File: src/design/mem_ctrl_macros.svh
/*
 * Load/store controller widths and limits.
 * Shared by the package and every RTL block.
 */
`ifndef MEM_CTRL_MACROS_SVH
`define MEM_CTRL_MACROS_SVH

// byte address into the data cache
`define MC_ADDR_W 20
// cache port data word
`define MC_WORD_W 32
// scalar register
`define MC_SCALAR_W 64

`define MC_MAX_ELEMS 8
// holds 0 to MC_MAX_ELEMS
`define MC_LEN_W 4
// vector register
`define MC_VEC_W 256

`endif
File: src/design/mem_ctrl_pkg.sv
/*
 * Load/store controller types.
 * Enums for element size, core op, cache command and the two status
 * levels, plus the latched request, one cache access and one load beat.
 */
`include "mem_ctrl_macros.svh"

package mem_ctrl_pkg;

    typedef enum logic [2:0] {
        DT_ONE_BYTE   = 3'd0,
        DT_TWO_BYTE   = 3'd1,
        DT_FOUR_BYTE  = 3'd2,
        DT_EIGHT_BYTE = 3'd3    // scalar only
    } data_type_e;

    typedef enum logic [1:0] {
        MEM_NOP   = 2'd0,
        MEM_LOAD  = 2'd1,
        MEM_STORE = 2'd2
    } mem_op_e;

    typedef enum logic [1:0] {
        CACHE_NOP   = 2'd0,
        CACHE_LOAD  = 2'd1,
        CACHE_STORE = 2'd2
    } cache_cmd_e;

    typedef enum logic [1:0] {
        CACHE_RESTING  = 2'd0,
        CACHE_BUSY     = 2'd1,
        CACHE_FINISHED = 2'd2
    } cache_status_e;

    typedef enum logic [1:0] {
        MEM_RESTING  = 2'd0,
        MEM_WORKING  = 2'd1,
        MEM_STALL    = 2'd2,
        MEM_FINISHED = 2'd3
    } mem_status_e;

    typedef struct packed {
        mem_op_e                   op;
        logic                      is_vector;
        data_type_e                data_type;
        logic [`MC_ADDR_W-1:0]     addr;
        logic [`MC_LEN_W-1:0]      length;
        logic [`MC_MAX_ELEMS-1:0]  active;       // one bit per access slot
        logic [`MC_SCALAR_W-1:0]   scalar_wdata;
        logic [`MC_VEC_W-1:0]      vector_wdata;
    } mem_req_t;

    typedef struct packed {
        cache_cmd_e                cmd;
        logic [`MC_ADDR_W-1:0]     addr;
        logic [`MC_WORD_W-1:0]     wdata;
        data_type_e                data_type;
    } cache_req_t;

    typedef struct packed {
        logic                                valid;
        logic                                is_vector;
        data_type_e                          data_type;
        logic [$clog2(`MC_MAX_ELEMS)-1:0]    elem;
        logic                                high;   // upper scalar half
        logic [`MC_WORD_W-1:0]               data;
    } load_beat_t;

endpackage

File: src/design/mem_ctrl_top.sv
/*
 * Load/store controller top.
 * Core request in, one 32-bit data cache port out.
 * capture -> sequencer -> load assembler
 */
`timescale 1ns/1ps
`include "mem_ctrl_macros.svh"

module mem_ctrl_top (
    input  logic                            clk,
    input  logic                            arst_n,
    input  logic                            mem_access_enabled,
    input  mem_ctrl_pkg::mem_op_e           op,
    input  logic                            is_vector,
    input  mem_ctrl_pkg::data_type_e        data_type,
    input  logic [`MC_ADDR_W-1:0]           addr,
    input  logic [`MC_LEN_W-1:0]            length,
    input  logic                            vm,
    input  logic [`MC_MAX_ELEMS-1:0]        mask,
    input  logic [`MC_SCALAR_W-1:0]         scalar_wdata,
    input  logic [`MC_VEC_W-1:0]            vector_wdata,
    output mem_ctrl_pkg::mem_status_e       mem_status,
    output logic [`MC_SCALAR_W-1:0]         scalar_rdata,
    output logic [`MC_VEC_W-1:0]            vector_rdata,
    output mem_ctrl_pkg::cache_req_t        cache_req,
    input  mem_ctrl_pkg::cache_status_e     cache_status,
    input  logic [`MC_WORD_W-1:0]           cache_rdata
);

    mem_ctrl_pkg::mem_req_t     req;
    mem_ctrl_pkg::load_beat_t   beat;
    logic                       start;
    logic                       idle;

    mem_req_capture u_capture (
        .clk                (clk),
        .arst_n             (arst_n),
        .mem_access_enabled (mem_access_enabled),
        .op                 (op),
        .is_vector          (is_vector),
        .data_type          (data_type),
        .addr               (addr),
        .length             (length),
        .vm                 (vm),
        .mask               (mask),
        .scalar_wdata       (scalar_wdata),
        .vector_wdata       (vector_wdata),
        .idle               (idle),
        .req                (req),
        .start              (start)
    );

    mem_access_seq u_seq (
        .clk          (clk),
        .arst_n       (arst_n),
        .req          (req),
        .start        (start),
        .cache_status (cache_status),
        .cache_rdata  (cache_rdata),
        .cache_req    (cache_req),
        .beat         (beat),
        .mem_status   (mem_status),
        .idle         (idle)
    );

    mem_load_assemble u_assemble (
        .clk          (clk),
        .arst_n       (arst_n),
        .start        (start),
        .beat         (beat),
        .scalar_rdata (scalar_rdata),
        .vector_rdata (vector_rdata)
    );

endmodule

File: src/design/mem_load_assemble.sv
/*
 * Load result assembler.
 * Places returned cache words into the scalar or vector result.
 * Vector elements land at byte offset elem*size, four-byte scalars are
 * sign-extended, eight-byte scalars fill low then high half.
 */
`timescale 1ns/1ps
`include "mem_ctrl_macros.svh"

module mem_load_assemble (
    input  logic                            clk,
    input  logic                            arst_n,
    input  logic                            start,
    input  mem_ctrl_pkg::load_beat_t        beat,
    output logic [`MC_SCALAR_W-1:0]         scalar_rdata,
    output logic [`MC_VEC_W-1:0]            vector_rdata
);

    logic scalar_beat;
    logic vector_beat;

    assign scalar_beat = beat.valid && !beat.is_vector;
    assign vector_beat = beat.valid && beat.is_vector;

    // skipped elements stay zero from the clear
    always_ff @(posedge clk or negedge arst_n) begin
        if (!arst_n) begin
            vector_rdata <= '0;
        end else if (start) begin
            vector_rdata <= '0;
        end else if (vector_beat) begin
            case (beat.data_type)
                mem_ctrl_pkg::DT_ONE_BYTE: begin
                    vector_rdata[8*beat.elem +: 8] <= beat.data[7:0];
                end
                mem_ctrl_pkg::DT_TWO_BYTE: begin
                    vector_rdata[16*beat.elem +: 16] <= beat.data[15:0];
                end
                default: begin
                    vector_rdata[32*beat.elem +: 32] <= beat.data;
                end
            endcase
        end
    end

    always_ff @(posedge clk or negedge arst_n) begin
        if (!arst_n) begin
            scalar_rdata <= '0;
        end else if (scalar_beat) begin
            if (beat.data_type == mem_ctrl_pkg::DT_EIGHT_BYTE) begin
                if (beat.high) begin
                    scalar_rdata[`MC_SCALAR_W-1:`MC_WORD_W] <= beat.data;
                end else begin
                    scalar_rdata[`MC_WORD_W-1:0] <= beat.data;
                end
            end else begin
                scalar_rdata <= {{(`MC_SCALAR_W-`MC_WORD_W){beat.data[`MC_WORD_W-1]}},
                                 beat.data};
            end
        end
    end

endmodule

File: src/design/mem_access_seq.sv
/*
 * Access sequencer.
 * Walks the active slots of a latched request, one cache access at a
 * time, holding each command until the cache reports finished. Picks
 * the store word, advances address and element, and hands each returned
 * load word to the assembler as a one-cycle beat.
 */
`timescale 1ns/1ps
`include "mem_ctrl_macros.svh"

module mem_access_seq (
    input  logic                            clk,
    input  logic                            arst_n,
    input  mem_ctrl_pkg::mem_req_t          req,
    input  logic                            start,
    input  mem_ctrl_pkg::cache_status_e     cache_status,
    input  logic [`MC_WORD_W-1:0]           cache_rdata,
    output mem_ctrl_pkg::cache_req_t        cache_req,
    output mem_ctrl_pkg::load_beat_t        beat,
    output mem_ctrl_pkg::mem_status_e       mem_status,
    output logic                            idle
);

    localparam int IDX_W = $clog2(`MC_MAX_ELEMS);

    typedef enum logic [1:0] {
        S_IDLE,
        S_WAIT,     // cache must rest before the next slot
        S_HOLD,     // command held until finished
        S_DONE
    } state_e;

    state_e                         state;
    logic [IDX_W-1:0]               idx;
    logic [`MC_ADDR_W-1:0]          cur_addr;
    logic [`MC_MAX_ELEMS-1:0]       pending;
    logic [`MC_ADDR_W-1:0]          step;
    logic [`MC_WORD_W-1:0]          wdata_sel;
    mem_ctrl_pkg::data_type_e       acc_type;
    mem_ctrl_pkg::cache_cmd_e       cmd_sel;
    logic                           cache_done;

    // bit 0 of pending is the current slot
    assign pending    = req.active >> idx;
    assign cache_done = (state == S_HOLD) && (cache_status == mem_ctrl_pkg::CACHE_FINISHED);
    assign cmd_sel    = (req.op == mem_ctrl_pkg::MEM_STORE) ? mem_ctrl_pkg::CACHE_STORE
                                                            : mem_ctrl_pkg::CACHE_LOAD;

    // scalar halves go out as plain four-byte words
    always_comb begin
        step      = `MC_ADDR_W'(4);
        acc_type  = mem_ctrl_pkg::DT_FOUR_BYTE;
        wdata_sel = idx[0] ? req.scalar_wdata[`MC_SCALAR_W-1:`MC_WORD_W]
                           : req.scalar_wdata[`MC_WORD_W-1:0];
        if (req.is_vector) begin
            acc_type = req.data_type;
            case (req.data_type)
                mem_ctrl_pkg::DT_ONE_BYTE: begin
                    step      = `MC_ADDR_W'(1);
                    wdata_sel = `MC_WORD_W'(req.vector_wdata[8*idx +: 8]);
                end
                mem_ctrl_pkg::DT_TWO_BYTE: begin
                    step      = `MC_ADDR_W'(2);
                    wdata_sel = `MC_WORD_W'(req.vector_wdata[16*idx +: 16]);
                end
                default: begin
                    wdata_sel = req.vector_wdata[32*idx +: 32];
                end
            endcase
        end
    end

    always_ff @(posedge clk or negedge arst_n) begin
        if (!arst_n) begin
            state     <= S_IDLE;
            idx       <= '0;
            cur_addr  <= '0;
            cache_req <= '0;    // cmd nop
        end else begin
            case (state)
                S_IDLE: begin
                    if (start) begin
                        state    <= S_WAIT;
                        idx      <= '0;
                        cur_addr <= req.addr;
                    end
                end
                S_WAIT: begin
                    if (pending == '0) begin
                        state <= S_DONE;
                    end else if (!pending[0]) begin
                        // an inactive element still consumes its slot
                        idx      <= idx + 1'b1;
                        cur_addr <= cur_addr + step;
                    end else if (cache_status == mem_ctrl_pkg::CACHE_RESTING) begin
                        state     <= S_HOLD;
                        cache_req <= '{cmd: cmd_sel, addr: cur_addr, wdata: wdata_sel,
                                       data_type: acc_type};
                    end
                end
                S_HOLD: begin
                    if (cache_done) begin
                        cache_req.cmd <= mem_ctrl_pkg::CACHE_NOP;
                        idx           <= idx + 1'b1;
                        cur_addr      <= cur_addr + step;
                        // last access goes straight to done
                        state         <= (pending[`MC_MAX_ELEMS-1:1] == '0) ? S_DONE : S_WAIT;
                    end
                end
                S_DONE: begin
                    state <= S_IDLE;
                end
                default: begin
                    state <= S_IDLE;
                end
            endcase
        end
    end

    always_comb begin
        case (state)
            S_IDLE: begin
                mem_status = start ? mem_ctrl_pkg::MEM_WORKING : mem_ctrl_pkg::MEM_RESTING;
            end
            S_WAIT: begin
                if (pending[0] && cache_status != mem_ctrl_pkg::CACHE_RESTING) begin
                    mem_status = mem_ctrl_pkg::MEM_STALL;
                end else begin
                    mem_status = mem_ctrl_pkg::MEM_WORKING;
                end
            end
            S_HOLD:  mem_status = mem_ctrl_pkg::MEM_WORKING;
            default: mem_status = mem_ctrl_pkg::MEM_FINISHED;
        endcase
    end

    // blocks a second take while start is in flight
    assign idle = (state == S_IDLE) && !start;

    assign beat = '{valid: cache_done && (cache_req.cmd == mem_ctrl_pkg::CACHE_LOAD),
                    is_vector: req.is_vector,
                    data_type: req.data_type,
                    elem: idx,
                    high: !req.is_vector && idx[0],
                    data: cache_rdata};

endmodule

File: src/design/mem_req_capture.sv
/*
 * Request capture stage.
 * Latches one core request while the controller is idle and turns the
 * length, mask and vm (or the scalar size) into a set of active access
 * slots, then pulses start toward the sequencer.
 */
`timescale 1ns/1ps
`include "mem_ctrl_macros.svh"

module mem_req_capture (
    input  logic                            clk,
    input  logic                            arst_n,
    input  logic                            mem_access_enabled,
    input  mem_ctrl_pkg::mem_op_e           op,
    input  logic                            is_vector,
    input  mem_ctrl_pkg::data_type_e        data_type,
    input  logic [`MC_ADDR_W-1:0]           addr,
    input  logic [`MC_LEN_W-1:0]            length,
    input  logic                            vm,
    input  logic [`MC_MAX_ELEMS-1:0]        mask,
    input  logic [`MC_SCALAR_W-1:0]         scalar_wdata,
    input  logic [`MC_VEC_W-1:0]            vector_wdata,
    input  logic                            idle,
    output mem_ctrl_pkg::mem_req_t          req,
    output logic                            start
);

    logic                       take;
    logic [`MC_MAX_ELEMS-1:0]   active;

    assign take = mem_access_enabled && idle;

    always_comb begin
        active = '0;
        if (op != mem_ctrl_pkg::MEM_NOP) begin
            if (is_vector) begin
                for (int i = 0; i < `MC_MAX_ELEMS; i++) begin
                    active[i] = (`MC_LEN_W'(i) < length) && (mask[i] || vm);
                end
            end else begin
                active[0] = 1'b1;   // low word always
                active[1] = (data_type == mem_ctrl_pkg::DT_EIGHT_BYTE);
            end
        end
    end

    always_ff @(posedge clk) begin
        if (take) begin
            req <= '{op: op, is_vector: is_vector, data_type: data_type, addr: addr,
                     length: length, active: active, scalar_wdata: scalar_wdata,
                     vector_wdata: vector_wdata};
        end
    end

    always_ff @(posedge clk or negedge arst_n) begin
        if (!arst_n) begin
            start <= 1'b0;
        end else begin
            start <= take;
        end
    end

endmodule

File: config.mk
export PLATFORM = sky130hd
export DESIGN_NAME = mem_ctrl_top
export DESIGN_NICKNAME = d
export VERILOG_FILES = /design/src/design/mem_ctrl_pkg.sv /design/src/design/mem_ctrl_top.sv /design/src/design/mem_load_assemble.sv /design/src/design/mem_access_seq.sv /design/src/design/mem_req_capture.sv
export VERILOG_INCLUDE_DIRS = /design/src /design/src/design
export SDC_FILE = /design/constraint.sdc
export NUM_CORES = 1
export LEC_CHECK = 0
export ABC_AREA = 1
export BUFFER_PORTS_ARGS = -buffer_cell sky130_fd_sc_hd__buf_2
export CAP_MARGIN = 15
export CORE_MARGIN = 2
export CORE_UTILIZATION = 40
export CTS_CLUSTER_SIZE = 20
export DETAILED_ROUTE_END_ITERATION = 7
export MAX_ROUTING_LAYER = met4
export PLACE_DENSITY_LB_ADDON = 0.2
export RECOVER_POWER = 50
export SYNTH_ARGS = -nofsm -noshare
export SYNTH_HDL_FRONTEND = slang
export SYNTH_SLANG_ARGS = --single-unit
File: constraint.sdc
create_clock -name clk -period 16.2 [get_ports clk]
set_input_delay 1.62 -clock clk [delete_from_list [all_inputs] [get_ports clk]]
set_output_delay 1.62 -clock clk [all_outputs]
set_load 0.02 [all_outputs]
After elaboration in Yosys (flattened, before gate mapping)
Cells that the tools add are included.
{"block": "totals", "regBits": 757, "input_bits": 396, "wordCells": 147}
{"block": "op_classes", "addsub": 5, "n_lt_le_gt_ge": 8, "n_eq_ne": 19, "shifts": 10, "muxes": 42, "bitwise": 1, "n_reduce_logical": 43}
{"operator": "256-bit bitwise mux", "n": 3}
{"operator": "256-bit two-way mux", "n": 2}
{"operator": "256-bit case mux with 2 select lines", "n": 1}
{"operator": "16-bit by 34-bit variable shift with 256-bit output (first input constant)", "n": 1}
{"operator": "32-bit by 34-bit variable shift with 256-bit output (first input constant)", "n": 1}
{"operator": "8-bit by 34-bit variable shift with 256-bit output (first input constant)", "n": 1}
{"operator": "16-bit by 34-bit variable part select with 256-bit output", "n": 1}
{"operator": "256-bit by 7-bit variable part select with 8-bit output", "n": 1}
{"operator": "256-bit by 8-bit variable part select with 16-bit output", "n": 1}
{"operator": "256-bit by 9-bit variable part select with 32-bit output", "n": 1}
{"operator": "32-bit by 34-bit variable part select with 256-bit output", "n": 1}
{"operator": "8-bit by 34-bit variable part select with 256-bit output", "n": 1}
{"operator": "57-bit two-way mux", "n": 3}
{"operator": "32-bit two-way mux", "n": 4}
{"operator": "20-bit two-way mux", "n": 4}
{"operator": "64-bit two-way mux", "n": 1}
{"operator": "32-bit case mux with 2 select lines", "n": 1}
{"operator": "20-bit case mux with 3 select lines", "n": 1}
{"operator": "6-bit negator with 34-bit output", "n": 1}
{"operator": "7-bit negator with 34-bit output", "n": 1}
{"operator": "8-bit negator with 34-bit output", "n": 1}
{"operator": "20-bit adder", "n": 1}
{"operator": "2-bit two-way mux", "n": 10}
{"operator": "3-bit two-way mux", "n": 6}
{"operator": "other kinds (31)", "n": 79}

Depth between registers and ports, before layout
{"block": "depth", "depth_word": 7, "mapped_depth": 21, "mapped_depth_nobuf": 18}

By module
Synthesis repeated with hierarchy kept, for this count alone.
{"block": "hier_totals", "hier_cells": 4897, "area_unflattened_um2": 39748.1}
{"mod": "mem_load_assemble", "n_inst": 1, "cells_each": 2959, "area_each_um2": 19946.6, "seq_area_each_um2": 8007.7}
{"mod": "mem_req_capture", "n_inst": 1, "cells_each": 401, "area_each_um2": 10966.8, "seq_area_each_um2": 10775.3}
{"mod": "mem_access_seq", "n_inst": 1, "cells_each": 1537, "area_each_um2": 8834.7, "seq_area_each_um2": 2052.0}

Least setup slack after synthesis
OpenSTA, ideal clock, no wires.
{"block": "synth_path", "kind": "input to register", "start": "in mem_access_enabled", "end": "reg u_capture.start", "arrival_time_ns": 16.194, "slack_ns": -1.645, "stages": 2, "n_path_buf": 0, "path_cell_list": "inv_1 > nor2_1"}
{"block": "synth_between", "elab_chain_cells": 1}
{"item": "start: declaration", "line_no": "mem_ctrl_top.sv:12", "rtl": "input logic mem_access_enabled,"}
{"item": "1-bit logical AND", "line_no": "mem_req_capture.sv:31", "rtl": "assign take = mem_access_enabled && idle;"}
{"item": "net u_capture.take", "line_no": "mem_req_capture.sv:28", "rtl": "logic take;"}
{"item": "end signal: assignment", "line_no": "mem_req_capture.sv:59", "rtl": "start <= take;"}
{"item": "end: declaration", "line_no": "mem_req_capture.sv:25", "rtl": "output logic start"}
The timed path passes the listed nets, and every way through them passes these cells.
A chain may end at the register's enable or synchronous reset.

Worst setup path after layout
{"block": "layout_path", "start": "reg u_capture.start", "end": "reg u_capture.req[195] (netlist name)"}
{"block": "layout_between", "elab_chain_cells": 3}
{"item": "1-bit logical NOT", "line_no": "mem_access_seq.sv:138", "rtl": "assign idle = (state == S_IDLE) && !start;"}
{"item": "1-bit logical AND", "line_no": "mem_access_seq.sv:138"}
{"item": "1-bit logical AND", "line_no": "mem_req_capture.sv:31"}
{"item": "net u_capture.take", "line_no": "mem_req_capture.sv:28"}
The timed path passes the listed nets, and every way through them passes these cells.

==> run_results.csv <==
group,metric,value,unit
clock_network,ctsHoldBuffers,0,
die,fp.coreArea,91800,um^2
drt,drt-total-wl,165,mm
synthesis,synth-seq-cells,757,
worst_setup_path,critPathRequiredTime,16.49,ns
die,rows,111,
status,status,"complete, but fails checks",
worst_setup_path,crit_top_cell,"clkbuf_1",
worst_setup_path,path_delay_family,"buffers and inverters",
worst_setup_path,end_kind,"flop",
synthesis,post_synth_inst_count,4164,
cells_and_area,final_cell_mix,"nand2_1, o21ai_0, buf_2",
cells_and_area,fill_cells,9049,
clock_network,clk-insertion-delay-late,0.68,ns
place,dp_hpwl,119,mm
cells_and_area,final_cell_area,44200,um^2
cells_and_area,final_common_cell,"nand2_1",
clock_network,cts_buffers,87,
pwr,irDropWorstVdd,225,uV
sta,finalSetupViolCount,0,
sta,rsz0062_at_grt,"false",
synthesis,async_flop_share,53.2,%
sta,fin_crit,8.53,ns
worst_setup_path,startpoint,"u_capture.start",
sta,hold_viol,0,
global_routing,grt_usage,34.7,%
worst_setup_path,cp_num_buf_inv,7,
clock_network,h-tree-depth,3,
cells_and_area,nets,5190,
clock_network,clock_sinks,757,
clock_network,clockRootBuffer,"clkbuf_16",
drt,maxUsedRoutingLayer,"met4",
drt,drc,0,
clock_network,path_clk_slew,0.06,ns
clock_network,post_cts_buffers,0,
die,initial_core_util,40.5,%
drt,drt_iter0_drc,4287,
synthesis,yosysSeqAreaShare,55.8,%
clock_network,cts_tree,"done",
worst_setup_path,path_max_fanout,162,
synthesis,ys.warnings.count,0,
global_routing,antenna_found_initial,22,
hold_path,worstHoldStart,"u_seq.cache_req[10]",
place,routabilityCongestion,0.997,
place,port_buffers,774,
worst_setup_path,path_class,"flop to flop",
global_routing,overflow,0,
place,dp_slack,10.09,ns
drt,vias_per_cell,5.76,
drt,met1_length,60.5,mm
synthesis,netlist_area,37100,um^2
worst_setup_path,worst_path_largest_cell_delay,2.23,ns
sta,fmax,117,MHz
clock_network,cts_resized,0,
synthesis,syn-mean-instance-area,8.92,um^2
synthesis,yosys.cell_types.count,54,
sta,fin_skew,0.0243,ns
cells_and_area,areaGrowthSynthToFinish,18.9,%
sta,worst_pin_slew,7.44,ns
synthesis,syn_nets,4573,
pwr,cellPowerDensity,191,nW/um^2
hold_path,hp-class,"flop to flop",
sta,postLayoutSetupSlackWorst,7.67,ns
worst_setup_path,slowest_stage,"clkbuf_1",
sta,slew_viol_final,305,
sta,fin_crit_sh,52.6,%
worst_setup_path,crit_chain,"clkbuf_1 -> clkinv_1 -> clkbuf_1 -> nand2_1 -> nor2_4 -> clkbuf_1 -> buf_12 -> buf_4 -> buf_4",
drt,drtAntennaViolNets,0,
worst_setup_path,r2r-start,"u_capture.start",
die,dieHeight,309,um
global_routing,grt_pass1_wl,233,mm
status,violations,"max-capacitance violations, max-slew violations",
flow_run,max_cap_violations,6,
global_routing,grt_pass1_vias,33282,
global_routing,grt_max_degree,163,
drt,drt-pass1-iter-count,7,
synthesis,synth_edf_count,354,
drt,met3_length,15.3,mm
clock_network,cts_max_path_buffers,3,
die,die_area,95300,um^2
worst_setup_path,arrival,8.81,ns
cells_and_area,drive_gt1_share,15.2,%
drt,avgRoutedWirePerCell,26.9,um
worst_setup_path,critPathLaunchType,"flop",
die,ioPinCount,775,
place,placed_area,41800,um^2
synthesis,synth-main-ff-cell,"dfrtp_1",
die,die_w,309,um
pwr,p_leak,18.8,nW
drt,dr_wl_met2,77.0,mm
sta,maxSlewHeadroom,-396,%
drt,vias,35251,
sta,tns,0,ns
## synth_stat cells, drive strengths merged, types with 11 or more instances
master,instances,area (um^2)
a21oi,171,890
o22ai,67,419
o21a,16,120
buf,127,633
o31ai,47,353
o221ai,11,96.3
clkbuf,161,604
nand2,1030,3910
edfxtp,354,10600
inv,283,1070
mux2,31,349
a31oi,11,68.8
dfrtp,403,10100
nand4,62,394
nor3,19,116
ha,12,150
o41ai,16,140
a22oi,28,210
nand3,247,1240
nor2,213,880
o21ai,665,3340
o211ai,146,1100
## worst min-delay path, cell delays in order (launching register included)
cell	delay (ns)
dfrtp_1	0.34
nand2_1	0.05
nand2_1	0.06
## flip-flops by register name, indices dropped and copies added, names as in the netlist
signal / cells
u_assemble.scalar_rdata: 64
u_capture.start: 1
u_seq.state: 2
u_assemble.vector_rdata: 256
u_seq.cur_addr: 20
u_seq.idx: 3
u_seq.cache_req: 57
u_capture.req: 354
## report_power, final
group | total (mW) | switching (mW) | internal [mW]
Sequential | 3.07 | 0.432 | 2.64
Combinational | 3.45 | 2.57 | 0.877
Clock | 1.93 | 0.846 | 1.09
## final timing paths
| check | cells after the start | slack, ns | end |
|---|---|---|---|
| max in group asynchronous | 1 | 8.26 | u_assemble.scalar_rdata[57] |
| worst max register to register | 9 | 7.67 | u_capture.req[195] |
| worst min-delay path | 2 | 0.48 | u_seq.cache_req[10] |
| min in group asynchronous | 1 | 3.78 | u_assemble.scalar_rdata[35] |
| worst min register to register | 2 | 0.48 | u_seq.cache_req[10] |
| worst max-delay path | 9 | 7.67 | u_capture.req[195] |
## routing by layer
metal / vias up / track usage, %
met3: 508 / 8.28
met4: 0 / 21.6
met2: 1875 / 54.7
li1: 15778 / -
met1: 17090 / 40.1
met5: - / -
## metrics by stage
step	power [mW]	util, %	std cells	hold WS (ns)
after floorplan	5.17	-	4164	0.470
after global placement	6.49	45.5	5934	0.460
after detailed placement	6.54	45.5	5934	0.463
after CTS	8.47	48.5	6089	0.478
after global routing	8.88	48.1	6111	0.498
final	8.45	48.1	6115	0.480
## cells by family (layout without fill, tap and decap cells)
kind of cell	after synthesis	after routing	share of synthesized area [%]
buffers and inverters	575	1258	6.25
XOR/XNOR	7	7	0.165
AO/OA/AOI/OAI	1198	1198	18.6
adder cells (fa/ha/maj)	13	13	0.458
AND/OR/NAND/NOR	1578	1578	17.7
multiplexers	36	36	1.07
other	0	25	0
flip-flops	757	757	55.8
## area by class of cell
cell class	count	area, um^2	area share [%]
diodes	25	62.6	0.142
well taps	1243	1560	3.52
flip-flops and latches	757	20700	46.9
clock buffers	114	2390	5.41
clock inverters	41	325	0.737
repair buffers	816	3840	8.70
inverters	287	1100	2.48
multi-input cells	2832	14200	32.1
Power figures use the tool's default switching activity.
